## src/hw/sp_pkg.sv

```systemverilog
`default_nettype none

package sp_pkg;

   // host data bus geometry
   localparam int ADDR_W = 32;
   localparam int DAT_W  = 32;
   localparam int SEL_W  = DAT_W / 8;

   // external byte bus
   localparam int EXT_ADDR_W = 24;
   localparam int EXT_DAT_W  = 8;

   // address map, top byte of the host address when the top bit is set
   localparam logic [7:0] REGION_BRIDGE = 8'h80; // external 8-bit bus window
   localparam logic [7:0] REGION_REGS   = 8'hff; // led / switch / id block

   // register block byte offsets
   localparam logic [7:0] REG_LED = 8'h00;
   localparam logic [7:0] REG_SW  = 8'h04;
   localparam logic [7:0] REG_ID  = 8'h08;

   localparam logic [31:0] SP_ID = 32'h5350_0001; // "SP" plus revision

   // region view, used for the register and bridge windows
   typedef struct packed {
      logic [7:0]  region;
      logic [23:0] offset;
   } region_view_t;

   // window view, top bit clear selects scratch RAM
   typedef struct packed {
      logic        hi;
      logic [30:0] offset;
   } window_view_t;

   // one host address word, decoded two ways
   typedef union packed {
      region_view_t rgn;
      window_view_t win;
   } bus_addr_u;

endpackage : sp_pkg

`default_nettype wire

```

## src/hw/sp_addr_decode.sv

```systemverilog
`timescale 1ns/1ns
`default_nettype none

module sp_addr_decode (
   input  logic                      clk,
   input  logic                      arst_n_i,
   input  logic                      cyc_i,
   input  logic                      stb_i,
   input  logic [sp_pkg::ADDR_W-1:0] adr_i,
   output logic                      ram_stb_o,
   output logic                      reg_stb_o,
   output logic                      brg_stb_o,
   input  logic                      ram_ack_i,
   input  logic [sp_pkg::DAT_W-1:0]  ram_dat_i,
   input  logic                      reg_ack_i,
   input  logic [sp_pkg::DAT_W-1:0]  reg_dat_i,
   input  logic                      brg_ack_i,
   input  logic [sp_pkg::DAT_W-1:0]  brg_dat_i,
   output logic                      ack_o,
   output logic [sp_pkg::DAT_W-1:0]  dat_o
);

   sp_pkg::bus_addr_u adr;
   logic              req;
   logic              hit_ram, hit_reg, hit_brg, hit_none;
   logic              none_ack_q;

   assign adr = adr_i;
   assign req = cyc_i & stb_i;

   // low half of the map is all RAM, the high half is split by region byte
   assign hit_ram  = !adr.win.hi;
   assign hit_brg  = adr.win.hi && (adr.rgn.region == sp_pkg::REGION_BRIDGE);
   assign hit_reg  = adr.win.hi && (adr.rgn.region == sp_pkg::REGION_REGS);
   assign hit_none = adr.win.hi && !hit_brg && !hit_reg;

   assign ram_stb_o = req & hit_ram;
   assign reg_stb_o = req & hit_reg;
   assign brg_stb_o = req & hit_brg;

   // unmapped responder, acks once so a stray access cannot hang the host
   always_ff @(posedge clk or negedge arst_n_i) begin
      if (!arst_n_i) begin
         none_ack_q <= 1'b0;
      end else begin
         none_ack_q <= req && hit_none && !none_ack_q;
      end
   end

   assign ack_o = ram_ack_i | reg_ack_i | brg_ack_i | none_ack_q;

   always_comb begin
      if (hit_ram) begin
         dat_o = ram_dat_i;
      end else if (hit_brg) begin
         dat_o = brg_dat_i;
      end else if (hit_reg) begin
         dat_o = reg_dat_i;
      end else begin
         dat_o = '0; // unmapped reads zero
      end
   end

   a_one_target : assert property (@(posedge clk) disable iff (!arst_n_i)
      $onehot0({ram_stb_o, reg_stb_o, brg_stb_o}));

endmodule : sp_addr_decode

`default_nettype wire

```

## config.mk

```make
export PLATFORM = sky130hd
export DESIGN_NAME = sp_addr_decode
export DESIGN_NICKNAME = d
export VERILOG_FILES = /design/src/hw/sp_pkg.sv /design/src/hw/sp_addr_decode.sv
export SDC_FILE = /design/constraint.sdc
export NUM_CORES = 1
export LEC_CHECK = 0
export ABC_AREA = 1
export BUFFER_PORTS_ARGS = -buffer_cell sky130_fd_sc_hd__buf_4
export CAP_MARGIN = 20
export CELL_PAD_IN_SITES_DETAIL_PLACEMENT = 1
export CELL_PAD_IN_SITES_GLOBAL_PLACEMENT = 1
export CORE_AREA = 2 2 83 85
export CTS_CLUSTER_SIZE = 25
export DETAILED_ROUTE_END_ITERATION = 10
export DIE_AREA = 0 0 85 87
export PLACE_DENSITY_LB_ADDON = 0.08
export SETUP_SLACK_MARGIN = 0.05
export SLEW_MARGIN = 30
export SYNTH_ARGS = -nofsm -noshare
export SYNTH_HDL_FRONTEND = slang
export SYNTH_SLANG_ARGS = --single-unit
```

## constraint.sdc

```tcl
create_clock -name clk -period 1.1 [get_ports clk]
set_input_delay 0.055 -clock clk [delete_from_list [all_inputs] [get_ports clk]]
set_output_delay 0.055 -clock clk [all_outputs]
set_load 0.02 [all_outputs]
```

* Word-level counts from Yosys, hierarchy flattened
Cells that the tools add are included.
Storage, ports and cells: flip-flop bits (word level) 1, input bits 135, output and inout bits 36, word-level logic and storage cells 23
Operators by class: eq/ne operators 2, multiplexer cells 3, bitwise logic cells 7, reduce and logical (&&, ||, !) cells 10
Operators with widths (count):
- two-way mux 32 bit | 3
- == test 8 bit, second input constant | 2
- logical AND 1 bit | 6
- AND 1 bit | 4
- zero test 1 bit | 4
- OR 1 bit | 3

* Longest topological paths before layout
depth after elaboration 7, mapped depth 6

* Least setup slack after synthesis
Ideal clock, no wire load.
path kind in2out, start input port adr_i[25] in the netlist's numbering, end output port dat_o[10] in the netlist's numbering, data arrival time 0.762 ns, required time 1.045 ns, slack 0.283 ns, cell stages on the path 6, cell sequence inv_1 > nand2_1 > nor2_2 > clkbuf_8 > nand3_1 > nand3_1
Between the ends: word-level cells in the longest chain between the ends 5, elaborated cells between the ends (all ways) 7
Ends and longest elaborated chain:
- start, declared | line sp_addr_decode.sv:9 | input logic [sp_pkg::ADDR_W-1:0] adr_i,
- == test 8 bit | line sp_addr_decode.sv:34 | assign hit_reg = adr.win.hi && (adr.rgn.region == sp_pkg::REGION_REGS);
- logical AND 1 bit | line sp_addr_decode.sv:34
- two-way mux 32 bit | line sp_addr_decode.sv:57 | end else if (hit_reg) begin
- two-way mux 32 bit (*) | line sp_addr_decode.sv:55 | end else if (hit_brg) begin
- two-way mux 32 bit (*) | line sp_addr_decode.sv:53 | if (hit_ram) begin
- end, declared | line sp_addr_decode.sv:20 | output logic [sp_pkg::DAT_W-1:0] dat_o
Every way passes the cells marked *; elsewhere a longest branch is shown, timed or not.

* Final worst setup path
start input port adr_i[29] in the netlist's numbering, end output port dat_o[25] in the netlist's numbering
Same word-level chain as after synthesis.

==> metrics.txt <==
run status complete, no violations; mean instance size in the synthesized netlist 5.31 µm²; worst setup slack after placement 5.67 ps; register name with the most flops none_ack_q; maximum number of pins on one net before global-route repair 34; CP cell instances buf_4 -> inv_2 -> nand2_4 -> nor2_4 -> buf_12 -> clkbuf_16 -> nand3_2 -> nand3_2 -> buf_6; number of fill cells in the layout 805; part of the total power dissipated in sequential elements 4.2%; Final Max Slew Viols 0; number of top-level pins 171; die outline width 85 µm; worst IR drop on VDD 0.122 mV; max reg flops 1; vias after detailed routing 1899; delay-heaviest family, CP buffers and inverters; Worst Hold Class input port to output pin; Initial Utilization 14.5%; Most used DFF post-synth dfrtp_1; Sw Share 40.0%; startpoint types input port; number of instances in the synthesized netlist 179; post-synth net total 314; biggest area contributors in the synthesized netlist nand3_1, nand2_1, buf_6; final worst clock skew 0 ps; most numerous cell on the critical path nand3_2; post-synthesis sequential area ratio 2.64%; CP bufs+invs 5; worst hold path stage count 4; Period minus WS final 1040 ps; final RePlAce weighted congestion 0.681; Yosys reg bits 1; clock network fraction of design power 0%; ratio of final minimum period to clock period 94.4%; average routed wire per standard cell 16.4 µm; number of distinct library cells after synthesis 17; antenna violation net count after detailed routing 0; die area 7400 µm²; critical path data required time 1040 ps; detailed-route DRC error count 0; Crit path arrival time 980 ps; Core Area 6570 µm²; critical-path cell with the highest stage delay clkbuf_16; wire length of the first global-routing pass 8460 µm; clock latency of the later-clocked register in the worst-skew pair 0 ps; unrepaired setup endpoints after global routing yes; peak fanout along the critical path 7; Detailed Place HPWL 4220 µm; library cell occupying the most area in the post-synthesis netlist nand3_1; power per unit of standard cell area 320 nW/µm²; switching power total 375 µW; area growth from synthesis to layout 209%; reg-to-reg slack, setup 340 ps; endpoint type of the worst setup path output pin; Worst slew margin 88.4%; share of total power in combinational logic 95.8%; critical path class input port to output pin; reg2reg end none_ack_q; Max Fclk 963 MHz; ys async rst share 100%; startpoint of the tightest hold check path reg_ack_i; via count of the first global-routing pass 1819; delay contributed by the slowest stage of the critical path 170 ps; port bufs 146; Worst Tran Pin Value 174 ps; Initial DRC Count 27; total routed wirelength 6810 µm; Top Registers none_ack_q x1; count of nets after finishing 473; Ys Warns 0; reported max-cap violation count 0; aggregate global-route resource usage 13.7%; final count of negative-setup-slack endpoints 0; area share of the leading cell type in the synthesized netlist 48.0%; antenna violations before repair 0; Site Rows 30; endpoint of the worst hold path ack_o; cell leakage power 1.48 nW; startpoint of the worst-slack reg-to-reg timing path none_ack_q; Ant. Diodes 0; count of endpoints failing hold in the final timing report 0; worst r2r path cells 3; Detailed Routing Iterations Pass 1 4; post-route setup slack 61.8 ps; layout cell share with drive strength beyond 1 71.1%; synthesized area 950 µm²; internal power 563 µW; overflow left after global routing 0; sum of negative setup slack 0 ps; number of enable-type register cells in the synthesized netlist 0; via/cell ratio 4.56; Chip Height 87 µm
timing repair:
action,4_1_cts,5_1_grt
gates resized for setup,2,107
setup buffers,0,6
endpoints found under the setup margin,15,32
cloned,0,11
pin swaps,0,18
hold buffers,1,0
endpoints found under the hold margin,1,0
power by group through the flow:
stage / clock [mW] / sequential [mW] / combinational (mW)
4_1_cts: 0 / 0.0397 / 0.713
5_1_grt: 0 / 0.0400 / 0.960
3_3_place_gp: 0 / 0.0397 / 0.701
3_5_place_dp: 0 / 0.0397 / 0.705
6_report: 0 / 0.0397 / 0.899
2_1_floorplan: 0 / 0.0395 / 0.245
worst reg2reg max path, cell delays in order, from the launching register on:
cell	delay, ps
dfrtp_1	360
nor3_1	180
nand2_1	70
nor2_1	80
layout make-up:
type	instances	area (µm²)	area share (%)
flip-flops and latches	1	25.0	0.852
multi-input cells	154	1050	35.7
well taps	80	100	3.41
inverters	9	43.8	1.49
repair buffers	172	1720	58.5
layer usage:
layer / part of all wire [%] / GRT usage (%) / vias up
met1: 40 / 17.1 / 892
met3: 6.8 / 1.99 / 0
met5: 0 / 0 / -
li1: - / - / 927
met4: 0 / 0.289 / 0
met2: 53 / 26.1 / 80
worst max-delay path by stage:
stage	slack, ps	start	end	cells past startpoint
after CTS	60	adr_i[30]	dat_o[10]	8
final	60	adr_i[29]	dat_o[25]	9
after detailed placement	6	adr_i[24]	dat_o[20]	8
after floorplan	280	adr_i[25]	dat_o[10]	6
after global placement	3	adr_i[25]	dat_o[25]	8
after global routing	10	adr_i[29]	dat_o[25]	9
placed cells by master, fill, tap and decap left out:
master,Yosys,layout
buf_12,0,9
buf_4,2,114
buf_6,5,37
buf_8,1,2
clkbuf_16,0,9
dfrtp_1,1,1
dlygate4sd3_1,0,1
inv_1,9,2
inv_2,0,3
inv_4,0,4
nand2_1,42,38
nand2_2,3,4
nand2_4,0,3
nand3_1,91,46
nand3_2,5,45
nand3_4,0,5
nor2_1,8,8
nor2_4,2,4
nor3_1,1,1
per-stage QoR:
stage          utilization [%]  area, µm²  total power [mW]  hold WS, ps  cells
6_report                  44.7       2940             0.938          385    416
5_1_grt                   44.7       2940              1.00          411    416
4_1_cts                   33.1       2170             0.753          385    399
3_5_place_dp              32.8       2150             0.745         -169    398
3_3_place_gp              32.8       2150             0.741         -169    398
2_1_floorplan                -        950             0.284         -241    179
Yosys cell counts (2+ instances only):
cell type  number
clkbuf_1        2
nor2_1          8
buf_4           2
clkbuf_8        2
nor2_2          2
inv_1           9
nand3_1        91
nand3_2         5
nand2_1        42
buf_2           2
nor2_4          2
nand2_2         3
buf_6           5
logic make-up (layout without fill, tap and decap cells):
logic type,Yosys count,after routing,synth area share [%]
and+or+nand+nor,154,154,79.2
buffers and inverters,24,181,18.2
DFF,1,1,2.63
Power figures use the tool's default switching activity.
