**config.mk**
```make
export PLATFORM = sky130hd
export DESIGN_NAME = sp_regs
export DESIGN_NICKNAME = d
export VERILOG_FILES = /design/src/hw/sp_pkg.sv /design/src/hw/sp_regs.sv
export SDC_FILE = /design/constraint.sdc
export NUM_CORES = 1
export LEC_CHECK = 0
export ABC_CLOCK_PERIOD_IN_PS = 4700
export BUFFER_PORTS_ARGS = -buffer_cell sky130_fd_sc_hd__buf_2
export CORE_MARGIN = 2
export CORE_UTILIZATION = 25
export CTS_CLUSTER_SIZE = 14
export DETAILED_ROUTE_END_ITERATION = 8
export SYNTH_ARGS = -nofsm -noshare
export SYNTH_HDL_FRONTEND = slang
export SYNTH_SLANG_ARGS = --single-unit
```
**constraint.sdc**
```tcl
create_clock -name clk -period 4.7 [get_ports clk]
set_clock_uncertainty 0.05 [all_clocks]
set_input_delay 0.705 -clock clk [delete_from_list [all_inputs] [get_ports clk]]
set_output_delay 0.705 -clock clk [all_outputs]
set_load 0.02 [all_outputs]
```
**src/hw/sp_pkg.sv**
```systemverilog
`default_nettype none

package sp_pkg;

   // host data bus geometry
   localparam int ADDR_W = 32;
   localparam int DAT_W  = 32;
   localparam int SEL_W  = DAT_W / 8;

   // external byte bus
   localparam int EXT_ADDR_W = 24;
   localparam int EXT_DAT_W  = 8;

   // address map, top byte of the host address when the top bit is set
   localparam logic [7:0] REGION_BRIDGE = 8'h80; // external 8-bit bus window
   localparam logic [7:0] REGION_REGS   = 8'hff; // led / switch / id block

   // register block byte offsets
   localparam logic [7:0] REG_LED = 8'h00;
   localparam logic [7:0] REG_SW  = 8'h04;
   localparam logic [7:0] REG_ID  = 8'h08;

   localparam logic [31:0] SP_ID = 32'h5350_0001; // "SP" plus revision

   // region view, used for the register and bridge windows
   typedef struct packed {
      logic [7:0]  region;
      logic [23:0] offset;
   } region_view_t;

   // window view, top bit clear selects scratch RAM
   typedef struct packed {
      logic        hi;
      logic [30:0] offset;
   } window_view_t;

   // one host address word, decoded two ways
   typedef union packed {
      region_view_t rgn;
      window_view_t win;
   } bus_addr_u;

endpackage : sp_pkg

`default_nettype wire

```
**src/hw/sp_regs.sv**
```systemverilog
`timescale 1ns/1ns
`default_nettype none

module sp_regs (
   input  logic                      clk,
   input  logic                      arst_n_i,
   input  logic                      stb_i,
   input  logic                      we_i,
   input  logic [sp_pkg::ADDR_W-1:0] adr_i,
   input  logic [sp_pkg::SEL_W-1:0]  sel_i,
   input  logic [sp_pkg::DAT_W-1:0]  dat_i,
   input  logic [7:0]                sw_i,
   output logic                      ack_o,
   output logic [sp_pkg::DAT_W-1:0]  dat_o,
   output logic [7:0]                led_o
);

   sp_pkg::bus_addr_u        adr;
   logic                     take;
   logic                     is_led, is_sw, is_id;
   logic [sp_pkg::DAT_W-1:0] led_q;
   logic [7:0]               sw_meta, sw_sync;
   logic [sp_pkg::DAT_W-1:0] rd_word;

   assign adr  = adr_i;
   assign take = stb_i && !ack_o;

   // full offset compare, aliases above the block read zero
   assign is_led = adr.rgn.offset == {16'h0000, sp_pkg::REG_LED};
   assign is_sw  = adr.rgn.offset == {16'h0000, sp_pkg::REG_SW};
   assign is_id  = adr.rgn.offset == {16'h0000, sp_pkg::REG_ID};

   always_ff @(posedge clk or negedge arst_n_i) begin
      if (!arst_n_i) begin
         ack_o <= 1'b0;
      end else begin
         ack_o <= take;
      end
   end

   always_ff @(posedge clk or negedge arst_n_i) begin
      if (!arst_n_i) begin
         led_q <= '0;
      end else if (take && we_i && is_led) begin
         for (int l = 0; l < sp_pkg::SEL_W; l++) begin
            if (sel_i[l]) begin
               led_q[8*l +: 8] <= dat_i[8*l +: 8];
            end
         end
      end
   end

   assign led_o = led_q[7:0]; // lane 3 drives the leds

   // switches are asynchronous to clk
   always_ff @(posedge clk or negedge arst_n_i) begin
      if (!arst_n_i) begin
         sw_meta <= '0;
         sw_sync <= '0;
      end else begin
         sw_meta <= sw_i;
         sw_sync <= sw_meta;
      end
   end

   always_comb begin
      rd_word = '0;
      if (is_led) begin
         rd_word = led_q;
      end else if (is_sw) begin
         rd_word = {24'h000000, sw_sync};
      end else if (is_id) begin
         rd_word = sp_pkg::SP_ID;
      end
   end

   always_ff @(posedge clk) begin
      if (take) begin
         dat_o <= rd_word;
      end
   end

endmodule : sp_regs

`default_nettype wire

```
[Word level (Yosys, flattened, before mapping)]
Cells that the tools add are included.
Cells by class
  $add $sub $neg: 0
  multipliers: 0
  div/mod/pow operators: 0
  order comparisons: 0
  equality and inequality tests: 2
  shifts and indexed selects: 0
  muxes and demuxes: 3
  bitwise operators: 0
  reduce and logical (&&, ||, !) cells: 9
Operators by type and width (number)
  $mux 32: 2
  $mux 31: 1
  $eq 24x3->1 const B: 1
  $eq 24x4->1 const B: 1
  $logic_not 24->1: 1
  $reduce_and 2->1: 4
  $logic_and 1x1->1: 3
  $logic_not 1->1: 1
Word-level totals
  register bits after elaboration: 81
  latch bits: 0
  bits in writable memories: 0
  memory bits (read-only): 0
  input bits: 80
  output and inout port bits: 41
  word-level logic and storage cells: 22
  memories: 0

[Depth between registers and ports, before layout]
  word-level depth: 5
  depth in mapped cells: 5

[Worst setup path after synthesis]
Ideal clock, no wire load.
  kind: input port to flip-flop
  start: input stb_i
  end: register led_q[16] (netlist bit)
  setup time: 0.125 ns
  data arrival time: 3.774 ns
  required time: 4.525 ns
  path slack: 0.751 ns
  stages on the path: 4
  path buffers: 0
  path through: nor2b_1 > nand2_1 > nor4_4 > mux2_4
Between the ends
  word-level cells in the longest chain between the ends: 4
Ends and longest elaborated chain
  start, declared: line sp_regs.sv:7  | input logic stb_i,
  $logic_and 1x1->1: line sp_regs.sv:26  | assign take = stb_i && !ack_o;
  $logic_and 1x1->1 (2 in series): line sp_regs.sv:44  | end else if (take && we_i && is_led) begin
  $reduce_and 2->1 (no source line)
  end signal, assigned by index: line sp_regs.sv:47  | led_q[8*l +: 8] <= dat_i[8*l +: 8];
  end, declared: line sp_regs.sv:21  | logic [sp_pkg::DAT_W-1:0] led_q;
Every way passes these cells.
A chain may end at the register's enable or synchronous reset.

[Worst setup path in the final report]
  start: input stb_i
  end: register led_q[20] (netlist bit)
Between the ends
  word-level cells in the longest chain between the ends: 4
Ends and longest elaborated chain
  $logic_and 1x1->1: line sp_regs.sv:26
  net take: line sp_regs.sv:19  | logic take;
  $logic_and 1x1->1 (2 in series): line sp_regs.sv:44
  $reduce_and 2->1 (no source line)
The timed path passes the listed nets, and every way through them passes these cells.

==> impl_metrics.toml <==
[power]
p_per_area_nw_per_um2 = 394
leakage_nw = 2.04
peakVddDrop_mv = 0.171

[drt]
dr.pass1.iters = 4
wl_per_cell_microns = 13.8
wirelength_mm = 6.51
final_antenna_net_count = 0
viasPerCell = 3.99
vias = 1885
first_iter_violations = 45
drc = 0

[min_path]
whs_endpoint = "sw_sync[0]"
holdCritPathClass = "reg -> reg"
holdCritStartpoint = "sw_meta[0]"
min_delay_path_depth = 0

[grt]
antenna_found_initial = 0
grt_usage_pct = 9.64
grt_pass1_wl_mm = 9.64
grt_max_degree = 50
grt_pass1_vias = 1908
grt-ovfl-total = 0

[synth]
synth_cells = 180
synthAdderAreaFrac_pct = 0
yosysWarningCount = 0
ys_ff_latch = 81
synth.area.mux_share_pct = 12.3
ys_types = 21
syn_area_sq_um = 3180
synth-seq-area-share_pct = 68.8
synth-compound-area-share_pct = 3.66
avgSynthCellArea_sq_um = 17.7
synth_top_family_by_area = "simple AND/OR/NAND/NOR gates"
syn_nets = 260
synthXorXnorAreaFrac_pct = 0
synth_simple_gate_area_share_pct = 12.5

[sta]
grt_setup_unrepaired = "false"
slew_headroom_pct = 38.8
fin_tns_setup_ps = 0
setup_viol = 0
maxSlewViolCount = 0
hold_slack_ps = 296
finalCritPeriodShare_pct = 53.5
final_hold_viol_count = 0
max_freq_mhz = 398
fin_crit_ps = 2510
worstMarginPinSlew_ps = 915

[floorplan]
row_count = 41
dieArea_sq_um = 13600
die_x_microns = 117
fp.dieH_microns = 117
io_pins = 121
core-area_sq_um = 12500
start_util_pct = 25.4

[clocking]
clk_latency_ps = 320
cts_hold_repair.buffers = 0
clockBufferDepth = 2
post_cts_resized = 0
postCtsSetupBuffers = 0
htree_levels = 3
cts_made_buffers = 9
clk_pin_slew_worst_paths_ps = 60
clockRootBuffer = "clkbuf_16"
cts_tree = "done"
clock_sink_count = 81

[finish]
fill_cells = 1249
nNetsFinal = 375
layout-drive-gt1-share_pct = 58.7
ff_latch_area_sq_um = 2190
diodes = 0
multi_input_area_sq_um = 913
synthToLayoutAreaGrowth_pct = 34.7

[worst_setup_path]
path_class = "in -> reg"
critPathSlowestCell = "nor4_4"
path_buf_inv = 2
path_cells = "buf_2 -> nor2b_4 -> buf_4 -> nand2_1 -> nor4_4 -> mux2_4"
crit_family = "simple AND/OR/NAND/NOR gates"
slowest_delay_ps = 670
cp.arrival_ps = 2670
crit_path_start_kind = "input pin"
r2r-start = "ack_o"
path_max_fanout = 34
reg2reg_to = "led_q[20]"
end_kind = "flop"
r2r_slack_ps = 2250
ff2ff_path_depth = 5
worst_ep_required_time_ps = 4860
crit_cells = 6

[place]
dp_hpwl_mm = 4.77
place.gp.congestion = 0.727
numPortBuffers = 112

[status]
status = "complete, no violations"

[run]
max_cap_violations = 0
## power breakdown
part | leakage, nW | internal, mW | switching (mW)
Clock | 0.178 | 0.573 | 0.268
Combinational | 0.897 | 0.0340 | 0.0547
Sequential | 0.963 | 0.755 | 0.00502
## layout by cell type (no fill, tap or decap), types with 2 or more instances in the layout
cell type / count
buf_2: 112
dfrtp_1: 49
edfxtp_1: 32
mux2_2: 23
and2_1: 18
nor4_4: 9
clkbuf_16: 9
mux2_4: 8
a22o_1: 7
a21o_1: 6
inv_1: 5
bufinv_16: 4
buf_4: 3
nor2_1: 2
## through the flow
stage               instances  utilization [%]  setup slack (ps)  area [sq um]  power, mW
floorplan                 180                -               751          3180      0.804
global placement          456             31.3              1820          3920      0.864
detailed placement        456             31.3              1780          3920      0.865
CTS                       472             34.2              2140          4280       1.72
global route              472             34.2              2030          4280       1.76
finish                    472             34.2              2190          4280       1.69
## how the worst max path moves through the flow
stage | startpoint | endpoint | slack, ps
after global routing | stb_i | led_q[20] | 2030
after detailed placement | stb_i | led_q[21] | 1780
after floorplan | stb_i | led_q[16] | 750
after CTS | stb_i | led_q[21] | 2140
after global placement | stb_i | led_q[20] | 1820
final | stb_i | led_q[20] | 2190
## cells by family (layout without fill, tap and decap cells)
kind of cell           after synthesis  after routing
buffers and inverters               16            136
AND/OR/NAND/NOR                     37             37
multiplexers                        32             32
AO/OA/AOI/OAI                       14             14
flip-flops                          81             81
## state kept, by name, indices dropped and copies added (netlist names)
register / flops
sw_meta: 8
sw_sync: 8
ack_o: 1
led_q: 32
dat_o: 32
## area by class of cell
cell class	count	area share, %
Multi-Input combinational cell	83	21.3
Clock buffer	9	5.26
Inverter	5	0.438
Tap cell	172	5.02
Timing Repair Buffer	115	13.6
Sequential cell	81	51.1
Clock inverter	7	3.30
## synth_stat cells
master,count,area (sq um)
dfrtp_1,49,1230
clkbuf_1,3,11.3
mux2_4,8,120
nand3_1,1,5.00
buf_4,8,60.1
nand2_1,1,3.75
and2_1,18,113
nand4_4,1,21.3
mux2_1,1,11.3
nor2_1,3,11.3
edfxtp_1,32,961
nand3_4,1,17.5
nor4_2,1,12.5
nor4_4,9,191
a22o_1,7,61.3
a221o_1,1,10.0
mux2_2,23,259
nor2b_1,1,6.26
inv_1,5,18.8
nor4b_2,1,15.0
a21o_1,6,45.0
## layer usage
| metal | vias up | track usage [%] | wire length, microns | part of all wire, % |
|---|---|---|---|---|
| met5 | - | 0 | 0 | 0 |
| li1 | 875 | - | - | - |
| met4 | 0 | 5.10 | 127 | 2.0 |
| met3 | 8 | 2.73 | 407 | 6.3 |
| met2 | 61 | 16.2 | 3290 | 51 |
| met1 | 941 | 11.2 | 2690 | 41 |
(Power assumes the default switching activity.)
