===== src/hw/sp_pkg.sv =====
`default_nettype none

package sp_pkg;

   // host data bus geometry
   localparam int ADDR_W = 32;
   localparam int DAT_W  = 32;
   localparam int SEL_W  = DAT_W / 8;

   // external byte bus
   localparam int EXT_ADDR_W = 24;
   localparam int EXT_DAT_W  = 8;

   // address map, top byte of the host address when the top bit is set
   localparam logic [7:0] REGION_BRIDGE = 8'h80; // external 8-bit bus window
   localparam logic [7:0] REGION_REGS   = 8'hff; // led / switch / id block

   // register block byte offsets
   localparam logic [7:0] REG_LED = 8'h00;
   localparam logic [7:0] REG_SW  = 8'h04;
   localparam logic [7:0] REG_ID  = 8'h08;

   localparam logic [31:0] SP_ID = 32'h5350_0001; // "SP" plus revision

   // region view, used for the register and bridge windows
   typedef struct packed {
      logic [7:0]  region;
      logic [23:0] offset;
   } region_view_t;

   // window view, top bit clear selects scratch RAM
   typedef struct packed {
      logic        hi;
      logic [30:0] offset;
   } window_view_t;

   // one host address word, decoded two ways
   typedef union packed {
      region_view_t rgn;
      window_view_t win;
   } bus_addr_u;

endpackage : sp_pkg

`default_nettype wire


===== src/hw/sp_byte_bridge.sv =====
`timescale 1ns/1ns
`default_nettype none

module sp_byte_bridge (
   input  logic                          clk,
   input  logic                          arst_n_i,
   input  logic                          stb_i,
   input  logic                          we_i,
   input  logic [sp_pkg::ADDR_W-1:0]     adr_i,
   input  logic [sp_pkg::SEL_W-1:0]      sel_i,
   input  logic [sp_pkg::DAT_W-1:0]      dat_i,
   output logic                          ack_o,
   output logic [sp_pkg::DAT_W-1:0]      dat_o,
   output logic                          ext_cyc_o,
   output logic                          ext_stb_o,
   output logic                          ext_we_o,
   output logic [sp_pkg::EXT_ADDR_W-1:0] ext_adr_o,
   output logic                          ext_sel_o,
   output logic [sp_pkg::EXT_DAT_W-1:0]  ext_dat_o,
   input  logic                          ext_ack_i,
   input  logic [sp_pkg::EXT_DAT_W-1:0]  ext_dat_i
);

   sp_pkg::bus_addr_u        adr;
   logic [1:0]               subaddr;
   logic [1:0]               lane_bit; // sel index of the current lane
   logic                     byte_done;
   logic [sp_pkg::DAT_W-1:0] shift_q;

   assign adr      = adr_i;
   assign lane_bit = ~subaddr;     // lane 0 is the msb byte, sel bit 3

   assign ext_cyc_o = stb_i;
   assign ext_stb_o = stb_i && !ack_o; // idle during the host ack cycle
   assign ext_we_o  = we_i;
   assign ext_adr_o = {adr.rgn.offset[sp_pkg::EXT_ADDR_W-1:2], subaddr};
   assign ext_sel_o = sel_i[lane_bit];
   assign ext_dat_o = dat_i[{lane_bit, 3'b000} +: 8];

   assign byte_done = ext_stb_o && ext_ack_i;

   always_ff @(posedge clk or negedge arst_n_i) begin
      if (!arst_n_i) begin
         ack_o   <= 1'b0;
         subaddr <= 2'b00;
      end else if (ack_o || !stb_i) begin
         ack_o   <= 1'b0;
         subaddr <= 2'b00;
      end else if (byte_done) begin
         ack_o   <= subaddr == 2'b11; // last lane finishes the host access
         subaddr <= subaddr + 2'd1;
      end
   end

   // bytes arrive lane 0 first and end up in the top byte
   always_ff @(posedge clk) begin
      if (byte_done) begin
         shift_q <= {shift_q[sp_pkg::DAT_W-9:0], ext_dat_i};
      end
   end

   assign dat_o = shift_q;

   a_stb_in_cyc : assert property (@(posedge clk) disable iff (!arst_n_i)
      ext_stb_o |-> ext_cyc_o);

   a_cyc_idle : assert property (@(posedge clk) disable iff (!arst_n_i)
      !stb_i |-> !ext_cyc_o);

endmodule : sp_byte_bridge

`default_nettype wire


===== config.mk =====
export PLATFORM = sky130hd
export DESIGN_NAME = sp_byte_bridge
export DESIGN_NICKNAME = d
export VERILOG_FILES = /design/src/hw/sp_pkg.sv /design/src/hw/sp_byte_bridge.sv
export SDC_FILE = /design/constraint.sdc
export NUM_CORES = 1
export LEC_CHECK = 0
export ABC_CLOCK_PERIOD_IN_PS = 2000
export BUFFER_PORTS_ARGS = -buffer_cell sky130_fd_sc_hd__buf_4
export CELL_PAD_IN_SITES_DETAIL_PLACEMENT = 1
export CELL_PAD_IN_SITES_GLOBAL_PLACEMENT = 1
export CORE_ASPECT_RATIO = 1.5
export CORE_MARGIN = 2
export CORE_UTILIZATION = 25
export CTS_CLUSTER_DIAMETER = 80
export DETAILED_ROUTE_END_ITERATION = 12
export PLACE_DENSITY_LB_ADDON = 0.15
export SLEW_MARGIN = 20
export SYNTH_ARGS = -nofsm -noshare
export SYNTH_HDL_FRONTEND = slang
export SYNTH_SLANG_ARGS = --single-unit

===== constraint.sdc =====
create_clock -name clk -period 2 [get_ports clk]
set_input_delay 0.4 -clock clk [delete_from_list [all_inputs] [get_ports clk]]
set_output_delay 0.4 -clock clk [all_outputs]
set_load 0.005 [all_outputs]

=== Word level (Yosys, flattened, before mapping) ===
Cells that the tools add are included.

* Output and inout bits: 69
* Flip-flop bits (word level): 35
* Word-level logic and storage cells: 20
* Bits of input ports: 81

* Add/sub/neg operators: 1
* Bitwise logic cells: 1
* Muxes and demuxes: 6
* Shifts and indexed selects: 1
* Magnitude comparators: 1
* Equal/unequal tests: 1
* Reduce and logical (&&, ||, !) cells: 6

{| class="wikitable"
|+ Operators by type and width
! cell !! count
|-
| 32-bit by 6-bit variable part select with 8-bit output || 1
|-
| 2-bit two-way mux || 2
|-
| 2-bit by 3-bit less-than comparator with 1-bit output (second input constant) || 1
|-
| 1-bit two-way mux || 3
|-
| 2-bit by 1-bit adder with 2-bit output (second input constant) || 1
|-
| 1-bit binary-select mux with 2-bit select || 1
|-
| 2-bit == test (second input constant) || 1
|-
| 1-bit logical AND || 2
|-
| 1-bit zero test || 2
|-
| 2-bit NOT || 1
|-
| 2-bit nonzero test || 1
|-
| 1-bit logical OR || 1
|}

=== Logic depth before layout (Yosys ltp) ===
* Depth in word-level cells: 5
* Gate-level depth with buffers: 3
* Gate-level depth less buffers: 3

=== Least setup slack after synthesis ===
OpenSTA, ideal clock, no wires.

* Path kind: register to register
* From: register ack_o
* To: register shift_q, in the netlist dat_o[0], enable pin
* Stages on the path, launching flop included: 4
* Data required time: 1.608 ns
* Data arrival time: 1.435 ns
* Library setup time: 0.392 ns
* Path slack: 0.173 ns
* Clock period less this slack: 1.827 ns
* Path buffers: 0
* Path through: dfrtp_1 > nand2b_1 > inv_1 > and2_1

* Longest elaborated chain between the ends: 3

{| class="wikitable"
|+ Ends and longest elaborated chain
! what !! line !! source
|-
| start: declaration || sp_byte_bridge.sv:12 || <nowiki>output logic ack_o,</nowiki>
|-
| start signal: assignment || sp_byte_bridge.sv:44 || <nowiki>ack_o <= 1'b0;</nowiki>
|-
| start signal: assignment || sp_byte_bridge.sv:47 || <nowiki>ack_o <= 1'b0;</nowiki>
|-
| start signal: assignment || sp_byte_bridge.sv:50 || <nowiki>ack_o <= subaddr == 2'b11;</nowiki>
|-
| 1-bit zero test || sp_byte_bridge.sv:34 || <nowiki>assign ext_stb_o = stb_i && !ack_o;</nowiki>
|-
| 1-bit logical AND || sp_byte_bridge.sv:34 ||
|-
| net ext_stb_o || sp_byte_bridge.sv:15 || <nowiki>output logic ext_stb_o,</nowiki>
|-
| 1-bit logical AND || sp_byte_bridge.sv:40 || <nowiki>assign byte_done = ext_stb_o && ext_ack_i;</nowiki>
|-
| net byte_done || sp_byte_bridge.sv:27 || <nowiki>logic byte_done;</nowiki>
|-
| end signal: assignment || sp_byte_bridge.sv:58 || <nowiki>shift_q <= {shift_q[sp_pkg::DAT_W-9:0], ext_dat_i};</nowiki>
|-
| end: declaration || sp_byte_bridge.sv:28 || <nowiki>logic [sp_pkg::DAT_W-1:0] shift_q;</nowiki>
|}

The timed path passes the listed nets, and every way through them passes these cells.
A chain may end at the register's enable or synchronous reset.

=== Final worst setup path ===
* From: register subaddr[0]
* To: output ext_dat_o[5] in the netlist's numbering

* Longest elaborated chain between the ends: 2

{| class="wikitable"
|+ Ends and longest elaborated chain
! what !! line !! source
|-
| start: declaration || sp_byte_bridge.sv:25 || <nowiki>logic [1:0] subaddr;</nowiki>
|-
| start signal: assignment || sp_byte_bridge.sv:51 || <nowiki>subaddr <= subaddr + 2'd1;</nowiki>
|-
| 2-bit NOT || sp_byte_bridge.sv:31 || <nowiki>assign lane_bit = ~subaddr;</nowiki>
|-
| 32-bit by 6-bit variable part select with 8-bit output || sp_byte_bridge.sv:38 || <nowiki>assign ext_dat_o = dat_i[{lane_bit, 3'b000} +: 8];</nowiki>
|-
| end: declaration || sp_byte_bridge.sv:19 || <nowiki>output logic [sp_pkg::EXT_DAT_W-1:0] ext_dat_o,</nowiki>
|}

No other way between the ends.

==> key figures <==
Status
  • Outcome: completed

Pwr
  • Power per cell area: 714 nW/µm²
  • Leakage power of the design: between 0.9 and 1 nW
  • Peak supply drop: around 0.00032 V
  • Total power after layout: between 1.5 and 2 mW

STA
  • Clock skew after layout: ~0.0032 ns
  • Max-slew headroom at the worst pin: roughly 68%
  • Crit path time final: around 1.9 ns
  • Transition time at the pin with the least slew margin: 0.474 ns
  • Final setup violating endpoints: 0
  • Setup TNS Final: 0 ns
  • Setup repair after global routing missed its margin: false
  • Crit share post-route: a little under 100%
  • Highest clock frequency the design can meet: roughly 520 MHz
  • Hold Violations, Final: 0
  • Pins Over Slew Limit: 0

Hold path
  • Hold path startpoint: ext_dat_i[4]
  • Hold/Removal Path Class: input pin to flop
  • Terminating pin of the worst hold path: dat_o[4]
  • Worst hold path depth: 1

Logic synthesis
  • Proportion of synthesized chip area in sequential cells: between 60% and 70%
  • Total of flip-flops plus latches after synthesis: 35
  • Average cell area after synthesis: 18.9 µm²
  • Synthesized instance count: just under 80
  • Fraction of synthesis flops using an asynchronous set or reset pin: 8.57%
  • Cell type contributing the most total cell area after synthesis: sky130_fd_sc_hd__edfxtp_1
  • Post-Synthesis Cell Area: between 1000 and 1500 µm²
  • Netlist cell types: 14
  • Synth Net Count: between 150 and 200
  • Main flop type after synthesis: sky130_fd_sc_hd__edfxtp_1
  • Count of yosys warnings during synthesis: 0
  • Post-synth EDFFs: 32
  • Share of Yosys cell area claimed by the top area cell type: between 60% and 70%
  • Biggest area contributors in the synthesized netlist: sky130_fd_sc_hd__edfxtp_1 (64%), sky130_fd_sc_hd__mux4_2 (14%), sky130_fd_sc_hd__buf_4 (12%), sky130_fd_sc_hd__dfrtp_1 (5.0%), sky130_fd_sc_hd__ha_1 (0.84%)

Drt
  • Total length of routed met2 wires: between 2 and 2.5 mm
  • Iteration-0 DRC Markers: 36
  • Final wirelength: between 3 and 4 mm
  • Highest metal layer with signal wires: met4
  • Router iterations before antenna repair: 3
  • Vias/cell: between 4 and 5
  • Wire length the detailed router placed on met1: ~1.1 mm
  • Detailed-route DRC error count: 0
  • Antenna Nets Post-Route: 0
  • Average wire length per cell after detail routing: 16.3 µm
  • Vias post-DR: just under 1000
  • WL met3: about 310 µm

Global route
  • Antenna violations before repair: 0
  • Largest net degree at the start of global routing: 18
  • Grt total ovfl: 0
  • First-pass GRT wire length: 5.42 mm
  • GR Util All Layers: 11.2%
  • Via count of the first global-routing pass: about 1000

Clocking
  • Number of buffers inserted to repair setup after CTS: 0
  • Clock buffer count from CTS: 5
  • Clock transition time at the flip-flop clock pins of the worst setup and hold paths: roughly 0.060 ns
  • Buffers from clock root to sink, at most: 2
  • Clk sinks: 35
  • H-tree lvl count: 2
  • TritonCTS clock tree: built
  • Root Buffer: sky130_fd_sc_hd__clkbuf_8
  • Clock latency at the later pin of the worst-skew pair: ~0.27 ns

Setup path
  • Element type at the critical path end: output port
  • Kind of critical path: flop to output port
  • Endpoint of the lowest-slack register-to-register path: dat_o[2]
  • Reg-to-reg critical path startpoint: ack_o
  • Biggest fanout along the worst timing path: 9
  • Arrival time worst endpoint: roughly 1.5 ns
  • Kind of launch point of the worst setup path: flop
  • Endpoint required time on the critical path: ~1.6 ns
  • Register-to-Register Setup Slack: slightly above 0.6 ns
  • Number of cells on the worst reg-to-reg path: 4

Layout
  • Area added between synthesis and finish: 48.0%
  • Commonest non-fill, non-tap cells in the layout: sky130_fd_sc_hd__buf_4 (95), sky130_fd_sc_hd__edfxtp_1 (32), sky130_fd_sc_hd__mux4_2 (9)
  • Count of antenna diodes in the layout: 0
  • Fin nets: 239
  • Leading cell type in the layout, fill and taps excluded: sky130_fd_sc_hd__buf_4
  • Number of fill cells in the layout: around 630
  • Layout cells sized above 1: a little over two thirds

Floorplan
  • Number of placement rows: 34
  • Total die area: around 6600 µm²
  • IO Pins: 150
  • Starting utilization of the core area: roughly 26%
  • Std-Cell Core Area: about 5800 µm²
  • Overall die height: 98.8 µm
  • DIE WIDTH: about 67 µm

Job
  • Number of max-cap violations: 0

Placement
  • Buffers added on ports: between 90 and 100
  • Detailed Place HPWL: 3.03 mm
  • Placer congestion estimate: roughly 0.75
==> layout make-up <==
class                      instances  area (µm²)  area share, %
timing repair buffer              97         743           33.6
sequential                        35        1040           46.8
multi-input combinational         17         260           11.8
inverter                           1        3.75          0.169
clock inverter                     2        7.51          0.339
clock buffer                       6        72.6           3.28
tap                               72        90.1           4.07
==> per-stage QoR <==
step | instances | utilization (%) | hold WS (ns) | setup WS (ns) | cell area [µm²]
after floorplan | 79 | - | 0.104 | 0.173 | 1500
after global placement | 221 | 36.7 | 0.191 | 0.333 | 2120
after detailed placement | 221 | 36.7 | 0.194 | 0.318 | 2120
after CTS | 230 | 38.3 | 0.287 | 0.0521 | 2210
after global routing | 230 | 38.3 | 0.280 | 0.0126 | 2210
final | 230 | 38.3 | 0.300 | 0.0714 | 2210
==> Yosys cell counts (2+ instances only) <==
library cell and n:
sky130_fd_sc_hd__edfxtp_1 32, sky130_fd_sc_hd__dfrtp_1 3, sky130_fd_sc_hd__nor2_1 2, sky130_fd_sc_hd__mux4_2 9, sky130_fd_sc_hd__buf_4 24
==> how the worst max path moves through the flow <==
stage | startpoint | to | slack (ns)
finish | subaddr[0] | ext_dat_o[5] | 0.07
global route | subaddr[0] | ext_dat_o[5] | 0.01
CTS | subaddr[0] | ext_dat_o[5] | 0.05
detailed placement | subaddr[0] | ext_dat_o[5] | 0.32
global placement | subaddr[0] | ext_sel_o | 0.33
floorplan | ack_o | dat_o[0] | 0.17
==> report_power, final <==
part | total [mW] | internal (mW) | switching [mW]
registers | 0.856 | 0.833 | 0.0230
clock network | 0.459 | 0.237 | 0.222
logic | 0.265 | 0.182 | 0.0832
==> registers in the layout, summed over array words and instances (netlist names) <==
signal,count
dat_o,32
subaddr,2
ack_o,1
==> logic make-up (layout without fill, tap and decap cells) <==
family / after synthesis / after routing / share of synthesized area [%]
multiplexers: 10 / 10 / 14.2
XOR/XNOR: 1 / 1 / 0.585
AND/OR/NAND/NOR: 5 / 5 / 1.76
adder cells (fa/ha/maj): 1 / 1 / 0.836
buffers and inverters: 27 / 106 / 13.4
flip-flops: 35 / 35 / 69.2
==> critical path, stage by stage, from the launching register on <==
cell                      delay, ns
sky130_fd_sc_hd__dfrtp_2       0.43
sky130_fd_sc_hd__buf_12        0.16
sky130_fd_sc_hd__mux4_2        0.51
sky130_fd_sc_hd__buf_4         0.16
==> per-layer routing <==
layer / vias to the layer above / GRT usage (%)
met5: - / 0
met4: 0 / 3.77
met3: 10 / 5.37
met2: 56 / 19.8
met1: 470 / 11.0
li1: 430 / -
==> repair_timing <==
item | CTS | global route
resized for setup | 1 | 0
hold buffers | 1 | 0
endpoints found under the setup margin | 2 | 0
endpoints found under the hold margin | 3 | 0
(Power assumes the default switching activity.)
